`src/design/fetch_pkg.sv`:
```
`default_nettype none

package fetch_pkg;

    // basic widths of the front end
    typedef logic [31:0] pc_t;
    typedef logic [31:0] inst_t;
    typedef logic [6:0]  ecode_t;

    // one decoded-ready slot as stored in an instruction queue bank
    typedef struct packed {
        pc_t    pc;
        inst_t  inst;
        logic   excp;
        ecode_t ecode;
        pc_t    badv;
    } fetch_entry_t;

    // andi r0, r0, 0
    localparam inst_t inst_nop = 32'h0340_0000;

    // one bank per slot of a fetch pair
    localparam int num_banks   = 2;
    localparam int bank_depth  = 4;
    // outstanding fetch addresses
    localparam int track_depth = 4;

    // bank rotation index
    typedef logic [$clog2(num_banks)-1:0] bank_idx_t;

    // step a rotation pointer to the following bank
    function automatic bank_idx_t next_bank(input bank_idx_t idx);
        bank_idx_t nxt;
        if (idx == bank_idx_t'(num_banks - 1)) begin
            nxt = '0;
        end else begin
            nxt = idx + 1'b1;
        end
        return nxt;
    endfunction

endpackage

`default_nettype wire

```
`src/design/fetch_fifo.sv`:
```
`default_nettype none

module fetch_fifo #(
    parameter type payload_t = logic [31:0],
    parameter int  depth     = 4
) (
    input  wire logic     clk,
    input  wire logic     rstn,
    input  wire logic     flush,
    input  wire logic     push,
    input  wire payload_t din,
    input  wire logic     pop,
    output payload_t      dout,
    output logic          full,
    output logic          empty
);

    localparam int ptr_w = (depth > 1) ? $clog2(depth) : 1;
    localparam int cnt_w = $clog2(depth + 1);

    payload_t         mem [depth];
    logic [ptr_w-1:0] wr_ptr;
    logic [ptr_w-1:0] rd_ptr;
    logic [cnt_w-1:0] count;
    logic             do_push;
    logic             do_pop;

    // wrap at depth, which need not be a power of two
    function automatic logic [ptr_w-1:0] wrap_inc(input logic [ptr_w-1:0] ptr);
        logic [ptr_w-1:0] nxt;
        if (ptr == ptr_w'(depth - 1)) begin
            nxt = '0;
        end else begin
            nxt = ptr + 1'b1;
        end
        return nxt;
    endfunction

    assign full    = (count == cnt_w'(depth));
    assign empty   = (count == '0);
    assign do_push = push && !full;
    assign do_pop  = pop && !empty;

    // show-ahead head
    assign dout = mem[rd_ptr];

    always_ff @(posedge clk) begin
        if (do_push) begin
            mem[wr_ptr] <= din;
        end
    end

    always_ff @(posedge clk or negedge rstn) begin
        if (!rstn) begin
            wr_ptr <= '0;
            rd_ptr <= '0;
            count  <= '0;
        end else if (flush) begin
            wr_ptr <= '0;
            rd_ptr <= '0;
            count  <= '0;
        end else begin
            if (do_push) begin
                wr_ptr <= wrap_inc(wr_ptr);
            end
            if (do_pop) begin
                rd_ptr <= wrap_inc(rd_ptr);
            end
            case ({do_push, do_pop})
                2'b10:   count <= count + 1'b1;
                2'b01:   count <= count - 1'b1;
                default: count <= count;
            endcase
        end
    end

endmodule

`default_nettype wire

```
`src/design/if1_stage.sv`:
```
`default_nettype none

module if1_stage (
    input  wire logic                                            clk,
    input  wire logic                                            rstn,
    input  wire logic                                            flush,
    input  wire logic                                            fetch_valid,
    input  wire fetch_pkg::pc_t                                  fetch_pc,
    output logic                                                 fetch_allowin,
    input  wire logic                                            resp_valid,
    input  wire fetch_pkg::pc_t                                  resp_pc,
    input  wire fetch_pkg::inst_t                                resp_inst0,
    input  wire fetch_pkg::inst_t                                resp_inst1,
    input  wire logic [1:0]                                      resp_excp_flag,
    input  wire fetch_pkg::ecode_t                               resp_ecode,
    input  wire fetch_pkg::pc_t                                  resp_badv,
    output logic                                                 resp_allowin,
    output logic                                                 track_push,
    output fetch_pkg::pc_t                                       track_din,
    output logic                                                 track_pop,
    input  wire fetch_pkg::pc_t                                  track_head,
    input  wire logic                                            track_full,
    output logic [fetch_pkg::num_banks-1:0]                      bank_push,
    output fetch_pkg::fetch_entry_t [fetch_pkg::num_banks-1:0]   bank_din,
    input  wire logic [fetch_pkg::num_banks-1:0]                 bank_full
);

    logic                  stage_valid;
    fetch_pkg::pc_t        stage_pc;
    fetch_pkg::inst_t      stage_inst0;
    fetch_pkg::inst_t      stage_inst1;
    logic [1:0]            stage_flag;
    fetch_pkg::ecode_t     stage_ecode;
    fetch_pkg::pc_t        stage_badv;
    fetch_pkg::bank_idx_t  wr_ptr;
    fetch_pkg::bank_idx_t  wr_ptr_nxt;
    fetch_pkg::fetch_entry_t entry0;
    fetch_pkg::fetch_entry_t entry1;
    logic                  take;
    logic                  drain;
    logic                  stale;
    logic                  write;
    logic                  two;

    // every accepted fetch address is remembered in order
    assign fetch_allowin = !track_full;
    assign track_push    = fetch_valid && fetch_allowin;
    assign track_din     = fetch_pc;

    // stage leaves at the first edge with room in every bank
    assign drain = stage_valid && (bank_full == '0);
    // bit 2 only selects the slot, the pair shares one tracked address
    assign stale = {stage_pc[31:3], stage_pc[1:0]} != {track_head[31:3], track_head[1:0]};
    assign write = drain && !stale;
    assign track_pop = write;

    assign resp_allowin = !stage_valid || drain;
    assign take         = resp_valid && resp_allowin;

    always_ff @(posedge clk or negedge rstn) begin
        if (!rstn) begin
            stage_valid <= 1'b0;
        end else if (flush) begin
            stage_valid <= 1'b0;
        end else if (take) begin
            stage_valid <= 1'b1;
        end else if (drain) begin
            stage_valid <= 1'b0;
        end
    end

    // pair is aligned on capture, upper word alone when pc[2] is set
    always_ff @(posedge clk) begin
        if (take) begin
            stage_pc    <= resp_pc;
            stage_inst0 <= resp_pc[2] ? resp_inst1 : resp_inst0;
            stage_inst1 <= resp_pc[2] ? fetch_pkg::inst_nop : resp_inst1;
            stage_flag  <= resp_pc[2] ? {1'b0, resp_excp_flag[1]} : resp_excp_flag;
            stage_ecode <= resp_ecode;
            stage_badv  <= resp_badv;
        end
    end

    assign two = !stage_pc[2];

    always_comb begin
        entry0.pc    = stage_pc;
        entry0.inst  = stage_inst0;
        entry0.excp  = stage_flag[0];
        entry0.ecode = stage_flag[0] ? stage_ecode : '0;
        entry0.badv  = stage_badv;
        entry1.pc    = stage_pc + 32'd4;
        entry1.inst  = stage_inst1;
        entry1.excp  = stage_flag[1];
        entry1.ecode = stage_flag[1] ? stage_ecode : '0;
        entry1.badv  = stage_badv;
    end

    assign wr_ptr_nxt = fetch_pkg::next_bank(wr_ptr);

    // first slot under the pointer, second slot in the bank after it
    always_comb begin
        bank_push = '0;
        bank_din  = {fetch_pkg::num_banks{entry0}};
        if (write) begin
            bank_push[wr_ptr] = 1'b1;
            if (two) begin
                bank_push[wr_ptr_nxt] = 1'b1;
                bank_din[wr_ptr_nxt]  = entry1;
            end
        end
    end

    always_ff @(posedge clk or negedge rstn) begin
        if (!rstn) begin
            wr_ptr <= '0;
        end else if (flush) begin
            wr_ptr <= '0;
        end else if (write) begin
            wr_ptr <= two ? fetch_pkg::next_bank(wr_ptr_nxt) : wr_ptr_nxt;
        end
    end

endmodule

`default_nettype wire

```
`src/design/inst_drain.sv`:
```
`default_nettype none

module inst_drain (
    input  wire logic                                            clk,
    input  wire logic                                            rstn,
    input  wire logic                                            flush,
    input  wire fetch_pkg::fetch_entry_t [fetch_pkg::num_banks-1:0] bank_dout,
    input  wire logic [fetch_pkg::num_banks-1:0]                 bank_empty,
    output logic [fetch_pkg::num_banks-1:0]                      bank_pop,
    output logic                                                 out_valid,
    output fetch_pkg::pc_t                                       out_pc,
    output fetch_pkg::inst_t                                     out_inst,
    output logic                                                 out_excp,
    output fetch_pkg::ecode_t                                    out_ecode,
    output fetch_pkg::pc_t                                       out_badv,
    input  wire logic                                            out_allowin
);

    fetch_pkg::bank_idx_t    rd_ptr;
    fetch_pkg::fetch_entry_t head;
    logic                    fire;

    // head of the bank next in program order
    assign head      = bank_dout[rd_ptr];
    assign out_valid = !bank_empty[rd_ptr];
    assign out_pc    = head.pc;
    assign out_inst  = head.inst;
    assign out_excp  = head.excp;
    assign out_ecode = head.ecode;
    assign out_badv  = head.badv;

    assign fire = out_valid && out_allowin;

    always_comb begin
        bank_pop         = '0;
        bank_pop[rd_ptr] = fire;
    end

    // same rotation as the writer, so order is restored
    always_ff @(posedge clk or negedge rstn) begin
        if (!rstn) begin
            rd_ptr <= '0;
        end else if (flush) begin
            rd_ptr <= '0;
        end else if (fire) begin
            rd_ptr <= fetch_pkg::next_bank(rd_ptr);
        end
    end

endmodule

`default_nettype wire

```
`src/design/fetch_queue_top.sv`:
```
`default_nettype none

module fetch_queue_top (
    input  wire logic              clk,
    input  wire logic              rstn,
    input  wire logic              flush,
    input  wire logic              fetch_valid,
    input  wire fetch_pkg::pc_t    fetch_pc,
    output logic                   fetch_allowin,
    input  wire logic              resp_valid,
    input  wire fetch_pkg::pc_t    resp_pc,
    input  wire fetch_pkg::inst_t  resp_inst0,
    input  wire fetch_pkg::inst_t  resp_inst1,
    input  wire logic [1:0]        resp_excp_flag,
    input  wire fetch_pkg::ecode_t resp_ecode,
    input  wire fetch_pkg::pc_t    resp_badv,
    output logic                   resp_allowin,
    output logic                   out_valid,
    output fetch_pkg::pc_t         out_pc,
    output fetch_pkg::inst_t       out_inst,
    output logic                   out_excp,
    output fetch_pkg::ecode_t      out_ecode,
    output fetch_pkg::pc_t         out_badv,
    input  wire logic              out_allowin
);

    logic                                              track_push;
    logic                                              track_pop;
    fetch_pkg::pc_t                                    track_din;
    fetch_pkg::pc_t                                    track_head;
    logic                                              track_full;
    logic [fetch_pkg::num_banks-1:0]                   bank_push;
    logic [fetch_pkg::num_banks-1:0]                   bank_pop;
    logic [fetch_pkg::num_banks-1:0]                   bank_full;
    logic [fetch_pkg::num_banks-1:0]                   bank_empty;
    fetch_pkg::fetch_entry_t [fetch_pkg::num_banks-1:0] bank_din;
    fetch_pkg::fetch_entry_t [fetch_pkg::num_banks-1:0] bank_dout;

    // outstanding fetch addresses, oldest at the head
    fetch_fifo #(
        .payload_t (fetch_pkg::pc_t),
        .depth     (fetch_pkg::track_depth)
    ) u_tracker (
        .clk   (clk),
        .rstn  (rstn),
        .flush (flush),
        .push  (track_push),
        .din   (track_din),
        .pop   (track_pop),
        .dout  (track_head),
        .full  (track_full),
        .empty ()
    );

    if1_stage u_if1_stage (
        .clk            (clk),
        .rstn           (rstn),
        .flush          (flush),
        .fetch_valid    (fetch_valid),
        .fetch_pc       (fetch_pc),
        .fetch_allowin  (fetch_allowin),
        .resp_valid     (resp_valid),
        .resp_pc        (resp_pc),
        .resp_inst0     (resp_inst0),
        .resp_inst1     (resp_inst1),
        .resp_excp_flag (resp_excp_flag),
        .resp_ecode     (resp_ecode),
        .resp_badv      (resp_badv),
        .resp_allowin   (resp_allowin),
        .track_push     (track_push),
        .track_din      (track_din),
        .track_pop      (track_pop),
        .track_head     (track_head),
        .track_full     (track_full),
        .bank_push      (bank_push),
        .bank_din       (bank_din),
        .bank_full      (bank_full)
    );

    // one instruction queue bank per slot
    for (genvar g = 0; g < fetch_pkg::num_banks; g++) begin : g_bank
        fetch_fifo #(
            .payload_t (fetch_pkg::fetch_entry_t),
            .depth     (fetch_pkg::bank_depth)
        ) u_bank (
            .clk   (clk),
            .rstn  (rstn),
            .flush (flush),
            .push  (bank_push[g]),
            .din   (bank_din[g]),
            .pop   (bank_pop[g]),
            .dout  (bank_dout[g]),
            .full  (bank_full[g]),
            .empty (bank_empty[g])
        );
    end

    inst_drain u_inst_drain (
        .clk         (clk),
        .rstn        (rstn),
        .flush       (flush),
        .bank_dout   (bank_dout),
        .bank_empty  (bank_empty),
        .bank_pop    (bank_pop),
        .out_valid   (out_valid),
        .out_pc      (out_pc),
        .out_inst    (out_inst),
        .out_excp    (out_excp),
        .out_ecode   (out_ecode),
        .out_badv    (out_badv),
        .out_allowin (out_allowin)
    );

endmodule

`default_nettype wire

```
`config.mk`:
```
export PLATFORM = sky130hd
export DESIGN_NAME = fetch_queue_top
export DESIGN_NICKNAME = d
export VERILOG_FILES = /design/src/design/fetch_pkg.sv /design/src/design/fetch_fifo.sv /design/src/design/if1_stage.sv /design/src/design/inst_drain.sv /design/src/design/fetch_queue_top.sv
export SDC_FILE = /design/constraint.sdc
export NUM_CORES = 1
export LEC_CHECK = 0
export BUFFER_PORTS_ARGS = -buffer_cell sky130_fd_sc_hd__buf_4
export CAP_MARGIN = 15
export CORE_ASPECT_RATIO = 1.2
export CORE_MARGIN = 2
export CORE_UTILIZATION = 40
export CTS_CLUSTER_SIZE = 8
export DETAILED_ROUTE_END_ITERATION = 6
export PLACE_DENSITY_LB_ADDON = 0.1
export SYNTH_ARGS = -nofsm -noshare
export SYNTH_HDL_FRONTEND = slang
export SYNTH_HIERARCHICAL = 1
export SYNTH_SLANG_ARGS = --single-unit
```
`constraint.sdc`:
```
create_clock -name clk -period 13.5 [get_ports clk]
set_clock_uncertainty 0.1 [all_clocks]
set_input_delay 4.05 -clock clk [delete_from_list [all_inputs] [get_ports clk]]
set_output_delay 4.05 -clock clk [all_outputs]
set_load 0.1 [all_outputs]
```
Word level (Yosys, flattened, before mapping). Memory sizes are Yosys's and may differ from the RTL's. Index checks and enable logic that the tools add are counted.

Logic and storage cells: 164. Bits in writable memories: 960. Output and inout port bits: 107. Input port bits: 175. Memories: 3. Bits in registers: 161.

Memories: g_bank[0].u_bank.mem (depth 4, bits a word 104, read ports 1, clocked after Yosys merged registers in 0, write ports 1, line fetch_fifo.sv:21) `payload_t mem [depth];`; g_bank[1].u_bank.mem (depth 4, bits a word 104, read ports 1, clocked after Yosys merged registers in 0, write ports 1, line fetch_fifo.sv:21); u_tracker.mem (depth 4, bits a word 32, read ports 1, clocked after Yosys merged registers in 0, write ports 1, line fetch_fifo.sv:21).

Add/subtract/negate cells: 16. Equal/unequal tests: 16. Bitwise operators: 2. Multiplexer cells: 62. Order comparisons: 6. Reductions and logical operators: 40.

Operators by type and width (count): $mux 208 (2); $mux 104 (3); $bwmux 208 (1); $demux 104 s1 (1); $mux 2 (20); $add 32x3->32 const B (1); $mux 32 (1); $ne 31x31->1 (1); $mux 1 (23); $eq 2x2->1 const B (9); $pmux 3 s2 (3); $reduce_bool 2->1 (8); $logic_and 1x1->1 (14); $mux 7 (2); $add 2x1->2 const B (6); $reduce_bool 3->1 (4); $add 3x1->3 const B (3); $eq 3x3->1 const B (3); $logic_not 1->1 (9); $logic_not 3->1 (3); $mux 3 (3); $sub 3x1->3 const B (3); $eq 2x1->1 const B (3); $lt 1x2->1 const B (3); other kinds (7) (13).

Longest topological paths before layout. Gate-level depths: netlist of the first run.

Word-level depth: 13. Gate-level depth with buffers: 15. Mapped depth without buffers: 13.

Hierarchy. The synthesis of the first run kept the hierarchy.

Modules (own cells, without submodules): fetch_fifo at g_bank[0].u_bank ... (cells each 606, times used 2, sequential area each 12667.1 µm², area each 15543.7 µm²); if1_stage (cells each 561, times used 1, sequential area each 4164.0 µm², area each 7458.4 µm²); fetch_fifo at u_tracker (cells each 234, times used 1, sequential area each 4018.9 µm², area each 5222.5 µm²); inst_drain (cells each 123, times used 1, sequential area each 25.0 µm², area each 1390.1 µm²).

Worst setup path after synthesis of the first run. Ideal clock, no wire load.

Path type: in2reg. Start: input resp_valid. End: register u_if1_stage.stage_badv[0] (enable). Buffers on the path: 0. Stages: 1. Required time: 12.890 ns. Data arrival time: 7.184 ns. Path slack: 5.706 ns. Path through: and2_1.

Word-level cells in the longest chain between the ends: 1.

Ends and longest elaborated chain: start, declared (line fetch_queue_top.sv:10) `input wire logic resp_valid,`; $logic_and 1x1->1 (line if1_stage.sv:58) `assign take = resp_valid && resp_allowin;`; end signal, assigned (line if1_stage.sv:80) `stage_badv <= resp_badv;`; end, declared (line if1_stage.sv:34) `fetch_pkg::pc_t stage_badv;`.

No other way between the ends. A chain may end at the register's enable or synchronous reset.

Final worst setup path of the first run.
Start: register u_inst_drain.rd_ptr. End: output out_ecode[2].

Word-level cells in the longest chain between the ends: 2.

Ends and longest elaborated chain: start, declared (line inst_drain.sv:19) `fetch_pkg::bank_idx_t rd_ptr;`; start signal, assigned (line inst_drain.sv:46) `rd_ptr <= fetch_pkg::next_bank(rd_ptr);`; $mux 104 (implied by the code) (2 in series) (line inst_drain.sv:24) `assign head = bank_dout[rd_ptr];`; end, declared (line fetch_queue_top.sv:22) `output fetch_pkg::ecode_t out_ecode,`.

No other way between the ends. The select of a mux whose other input is x is not followed.

==> summary.txt, run 1 <==
Routing
  – Vias per cell: 5.28
  – Pre-antenna DRT Iters: 5
  – Drt wl/cell: 26.7 um
  – Drt drc: 0
  – 1st-iter DRT viols: 1402
  – DRT Wirelength: 104 mm
  – Remaining antenna violation count: 0
  – Total number of vias: 20600

Setup path
  – CP required: 9.35 ns
  – Register-to-Register Path Depth: 11
  – CP Capture Type: output pin
  – Worst r2r dst: g_bank[0].u_bank/mem[0][81]
  – Reg2reg start: u_tracker/rd_ptr[0]
  – Worst Path Max Fanout: 49
  – CP Launch Type: register
  – Setup CP Type: reg -> out
  – R2R Setup Slk: 5.99 ns
  – CP Data Arrival Time: 3.95 ns

Run status
  – Status: finished, final reports clean

Clock network
  – Clk_lat worst skew: 0.76 ns
  – Clk root buf: clkbuf_16
  – CTS tree: yes
  – Setup Fix Bufs, Post-CTS: 0
  – Worst-path clk slew: 0.05 ns
  – Clk buf depth: 3
  – Post-CTS Hold Buffers: 0
  – CTS buffer count: 158
  – Cts repair resizes: 0
  – Clk sinks: 1117
  – H-tree Lvls: 4

Cells and area
  – Layout fillers: 9308
  – Share of layout cells above drive strength 1: 0.375
  – Fin nets: 2544
  – Area Growth Syn to Fin: 15.7%
  – Final instance area: 52100 sq um
  – Non-Filler Instances: 3905

Global routing
  – Total GRT Usage: 0.185
  – Largest net degree at the start of global routing: 55
  – Aggregate global routing overflow: 0
  – First-pass GRT wire length: 152 mm
  – Initial antenna violation count: 0
  – Vias in the first global route: 22900

Timing
  – Min cycle time layout: 8.10 ns
  – Final worst-path cycle share: 0.600
  – Peak Freq: 123 MHz
  – Setup violators final: 0
  – RSZ-0062 raised after global routing: no
  – TNS Setup: 0 ns
  – WHS: 0.489 ns
  – Worst slew margin: 0.270
  – Count of final max-slew check failures: 0
  – Final Hold Violating Endpoints: 0
  – Worst-margin pin slew: 1.09 ns

Placement
  – Dpl hpwl: 56.8 mm
  – Gpl congestion: 0.701
  – Port bufs: 280
  – Dpl cell area: 47700 sq um
  – Placed cell count: 3683

Power and ir drop
  – Internal power: 6.09 mW
  – Clock power frac: 0.467
  – Final Power: 7.61 mW
  – Comb pwr share: 0.020
  – Cell area power density: 146 nW/um^2
  – P_leak: 16.8 nW
  – Peak VDD IR: 0.123 mV
  – Psw: 1.52 mW
  – Register share of total power: 0.513
  – Net Sw Frac: 0.199

Worst hold path
  – Worst Hold Depth: 2
  – Worst Hold End: u_tracker/wr_ptr[1]
  – HP Start: u_tracker/wr_ptr[1]
  – Hold crit path type: reg -> reg

Logic synthesis
  – Yosys warning count: 6
  – Mapped Cells: 2123
  – Mean Syn Cell Area: 21.2 sq um
  – Syn Std Cell Area: 45000 sq um
  – Mapped Nets: 2320

Die
  – Top-Level Pins: 282
  – Core area: 111000 sq um
  – Die ar.: 115000 sq um
  – Num rows: 134
  – Die Wd: 310 um
  – Starting Density: 0.404
  – Die Span Y: 371 um

Run
  – Max-cap violations: 0
-- metal layers --
layer	GRT usage	up-vias	share of wire
met5	0	-	0
met4	0.0540	0	0.020
met2	0.314	479	0.51
met1	0.241	11100	0.42
met3	0.0385	139	0.047
li1	-	8877	-
-- worst max-delay path by stage --
stage / cells after the start / slack (ns) / startpoint / endpoint
after floorplan: 1 / 5.71 / resp_valid / u_if1_stage/stage_badv[0]
after detailed placement: 11 / 5.76 / u_tracker/rd_ptr[0] / g_bank[0].u_bank/mem[0][78]
after CTS: 4 / 5.22 / g_bank[0].u_bank/rd_ptr[0] / out_badv[16]
after global routing: 4 / 5.09 / g_bank[1].u_bank/rd_ptr[0] / out_badv[9]
after global placement: 11 / 5.91 / u_tracker/rd_ptr[0] / g_bank[0].u_bank/mem[0][78]
final: 4 / 5.40 / u_inst_drain/rd_ptr / out_ecode[2]
-- cells in the final DEF (no fill, tap or decap), types with 15 or more instances in the layout --
cell / n
xor2_1: 19
mux2_1: 66
buf_4: 317
mux2_2: 120
edfxtp_1: 1093
clkbuf_1: 47
dfrtp_1: 18
clkbuf_16: 160
ha_1: 19
nand2_1: 25
nor2b_1: 34
mux2_4: 17
inv_1: 16
mux4_2: 239
mux2i_1: 25
a21oi_1: 15
nor2_1: 24
-- power groups by stage --
| stage | Clock, mW | Sequential [mW] | Combinational, mW |
|---|---|---|---|
| after floorplan | 0 | 3.94 | 0.110 |
| after global placement | 0 | 3.96 | 0.149 |
| after detailed placement | 0 | 3.97 | 0.153 |
| after CTS | 3.65 | 3.90 | 0.154 |
| after global routing | 3.79 | 3.91 | 0.165 |
| final | 3.55 | 3.90 | 0.150 |
-- critical path: stages (launching register included) --
cell and delay (ns):
dfrtp_4 0.72, buf_4 0.84, buf_4 0.80, mux2_2 0.45
buf_4 0.24
-- flip-flops by register name, summed over array words and instances, names as in the netlist --
name	count
u_if1_stage/stage_inst0	32
u_inst_drain/rd_ptr	1
u_if1_stage/stage_valid	1
g_bank.u_bank/wr_ptr	4
u_if1_stage/stage_flag	2
u_tracker/rd_ptr	2
u_if1_stage/stage_pc	32
g_bank.u_bank/mem	832
g_bank.u_bank/count	6
u_if1_stage/stage_inst1	32
g_bank.u_bank/rd_ptr	4
u_tracker/wr_ptr	2
u_tracker/count	3
u_if1_stage/stage_ecode	7
u_tracker/mem	124
u_if1_stage/stage_badv	32
u_if1_stage/wr_ptr	1
-- per-stage QoR --
stage | setup slack (ns) | utilization
after global routing | 5.09 | 0.467
after detailed placement | 5.76 | 0.428
after floorplan | 5.71 | -
after CTS | 5.22 | 0.467
final | 5.40 | 0.467
after global placement | 5.91 | 0.428
-- layout make-up --
| class | instances | area [sq um] | area share |
|---|---|---|---|
| well taps | 1496 | 1870 | 0.0360 |
| multi-input cells | 735 | 9910 | 0.190 |
| flip-flops and latches | 1117 | 33400 | 0.642 |
| inverters | 18 | 72.6 | 0.00139 |
| repair buffers | 317 | 2380 | 0.0457 |
| diodes | 1 | 2.50 | 0.0000481 |
| clock inverters | 14 | 196 | 0.00377 |
| clock buffers | 207 | 4180 | 0.0803 |
Power figures use the tool's default switching activity.
==> inputs of run 2 (changes only) <==
- clock period: 13.5 -> 7.8 ns (I/O delays scaled with it)
==> summary.txt, run 2 (same netlist as run 1, synthesis figures left out) <==
Power and ir drop
  – P_leak: 16.9 nW (+0.39%)
  – Cell area power density: 251 nW/um^2 (+72%)
  – Final Power: 13.1 mW (+72%)
  – Peak VDD IR: 0.215 mV (+75%)

Routing
  – 1st-iter DRT viols: 1305 (-6.9%)
  – WL met1: 42.8 mm (-3.3%)
  – Vias per cell: 5.26 (-0.38%)
  – DRT Wirelength: 104 mm (+0.17%)
  – Remaining antenna violation count: 0 (unchanged)
  – Total number of vias: 20500 (-0.46%)
  – Met2 wire len: 54.5 mm (+2.7%)
  – Drt wl/cell: 26.8 um (+0.25%)
  – Routed wl met3: 5.05 mm (+2.0%)
  – Drt drc: 0 (unchanged)
  – Pre-antenna DRT Iters: 4 (-1)
  – Top Layer Used: met5

Timing
  – Min cycle time layout: 6.27 ns
  – Worst slew margin: 0.293 (+0.0227)
  – Final worst-path cycle share: 0.804
  – Setup violators final: 0 (unchanged)
  – Worst-margin pin slew: 1.06 ns (-0.0340 ns)
  – TNS Setup: 0 ns (unchanged)
  – Final Hold Violating Endpoints: 0 (unchanged)
  – Count of final max-slew check failures: 0 (unchanged)
  – Peak Freq: 160 MHz
  – RSZ-0062 raised after global routing: no

Global routing
  – First-pass GRT wire length: 151 mm (-0.59%)
  – Largest net degree at the start of global routing: 91 (+65%)
  – Aggregate global routing overflow: 0 (unchanged)
  – Vias in the first global route: 22600 (-0.96%)
  – Initial antenna violation count: 2 (+2)
  – Total GRT Usage: 0.185 (-0.000537)

Cells and area
  – Max FFs per register: 832 (unchanged)
  – Final instance area: 52300 sq um (+0.42%)
  – Most common cell after layout, fill and taps aside: edfxtp_1
  – Commonest non-fill, non-tap cells in the layout: 1093 x edfxtp_1, 306 x buf_4, 239 x mux4_2
  – Most flops, register: g_bank.u_bank/mem
  – Biggest regs: g_bank.u_bank/mem x832, u_tracker/mem x124
  – Area Growth Syn to Fin: 16.1%
  – Share of layout cells above drive strength 1: 0.378 (+0.00296)
  – Layout fillers: 9314 (+0.064%)
  – Area of the multi-input gates: 9910 sq um (unchanged)
  – Sequential standard cell area: 33400 sq um (unchanged)
  – Non-Filler Instances: 3902 (-0.077%)
  – Fin nets: 2550 (+0.24%)

Die
  – Die ar.: 115000 sq um (unchanged)
  – Starting Density: 0.404 (unchanged)
  – Top-Level Pins: 282 (unchanged)
  – Num rows: 134 (unchanged)
  – Core area: 111000 sq um (unchanged)
  – Die Span Y: 371 um (unchanged)
  – Die Wd: 310 um (unchanged)

Placement
  – Gpl congestion: 0.697 (-0.59%)
  – Port bufs: 280 (unchanged)
  – Placed cell count: 3690 (+0.19%)
  – Dpl cell area: 48000 sq um (+0.58%)
  – Dpl hpwl: 58.6 mm (+3.2%)

Setup path
  – Most used cell along the critical path: buf_4
  – CP Capture Type: register
  – Crit-path cells: buf_4, mux4_2, xor2_1, or4_1, nor4_1, nand3b_1, nor2_1, a21boi_1, and2_4, buf_4
  – CP required: 8.13 ns (-1.22 ns)
  – Setup CP Type: reg -> reg
  – Slowest stage delay, CP: 0.92 ns (+0.08 ns)
  – Critical path's slowest cell: dfrtp_1
  – CP Data Arrival Time: 6.60 ns (+2.65 ns)
  – CP Launch Type: register
  – Worst Path Max Fanout: 34 (-31%)

Clock network
  – CTS buffer count: 157 (-0.63%)
  – CTS tree: yes
  – Clk_lat worst skew: 0.76 ns (about the same)
  – H-tree Lvls: 4 (unchanged)
  – Cts repair resizes: 0 (unchanged)
  – Worst-path clk slew: 0.05 ns (about the same)
  – Clk sinks: 1117 (unchanged)
  – Clk root buf: clkbuf_16
  – Clk buf depth: 3 (unchanged)
  – Post-CTS Hold Buffers: 0 (unchanged)
  – Setup Fix Bufs, Post-CTS: 0 (unchanged)

Worst hold path
  – Hold crit path type: reg -> reg

Run
  – Max-cap violations: 0 (unchanged)

Run status
  – Status: finished, final reports clean
==> run 2: cell types whose count changed in the layout (fill, tap and decap cells not counted) <==
cell | before | now
buf_4 | 317 | 306
bufinv_16 | 1 | 0
clkinv_8 | 3 | 5
clkbuf_1 | 47 | 38
buf_12 | 0 | 18
inv_16 | 3 | 2
inv_6 | 6 | 5
==> run 2: final timing paths <==
kind	cells after the start	to	start	slack [ns]
max in group asynchronous	1	g_bank[0].u_bank/rd_ptr[0]	rstn	5.83
worst max register to register	10	g_bank[1].u_bank/mem[1][18]	u_tracker/rd_ptr[1]	1.53
worst min-delay path	2	g_bank[0].u_bank/wr_ptr[1]	g_bank[0].u_bank/wr_ptr[1]	0.49
worst max-delay path	10	g_bank[1].u_bank/mem[1][18]	u_tracker/rd_ptr[1]	1.53
worst min register to register	2	g_bank[0].u_bank/wr_ptr[1]	g_bank[0].u_bank/wr_ptr[1]	0.49
min in group asynchronous	1	u_tracker/wr_ptr[0]	rstn	1.40
==> run 2: where the power goes <==
part / leakage [nW] / total [mW] / switching [mW] / internal [mW]
combinational: 4.50 / 0.261 / 0.142 / 0.119
sequential: 10.3 / 6.76 / 0.0675 / 6.69
clock: 2.10 / 6.08 / 2.41 / 3.67
total: 16.9 / 13.1 / 2.62 / 10.5
==> run 2: metrics by stage <==
| step | setup slack (ns) | hold WS, ns | utilization |
|---|---|---|---|
| 2_1_floorplan | 0.924 | 0.436 | - |
| 3_3_place_gp | 1.49 | 0.456 | 0.430 |
| 3_5_place_dp | 1.43 | 0.476 | 0.430 |
| 4_1_cts | 1.41 | 0.488 | 0.469 |
| 5_1_grt | 1.21 | 0.536 | 0.469 |
| 6_report | 1.53 | 0.487 | 0.469 |
==> run 2: per-layer routing <==
layer	global-route usage	up-vias
li1	-	8892
met2	0.321	489
met1	0.232	11000
met5	0	-
met3	0.0399	151
met4	0.0545	2
==> run 2: cell type report <==
class | count | share of cell area
sequential | 1117 | 0.640
antenna | 1 | 0.0000479
clock inverter | 13 | 0.00326
timing repair buffer | 324 | 0.0508
tap | 1496 | 0.0358
inverter | 18 | 0.00139
multi-input combinational | 735 | 0.190
clock buffer | 198 | 0.0793
==> run 2: critical path, delay by kind of cell, from the launching register on <==
kind | cells | cell delay (ns)
XOR/XNOR | 1 | 0.19
AND/OR/NAND/NOR | 5 | 3.05
AO/OA/AOI/OAI | 1 | 0.57
multiplexers | 1 | 0.33
flip-flops | 1 | 0.92
buffers and inverters | 2 | 0.71
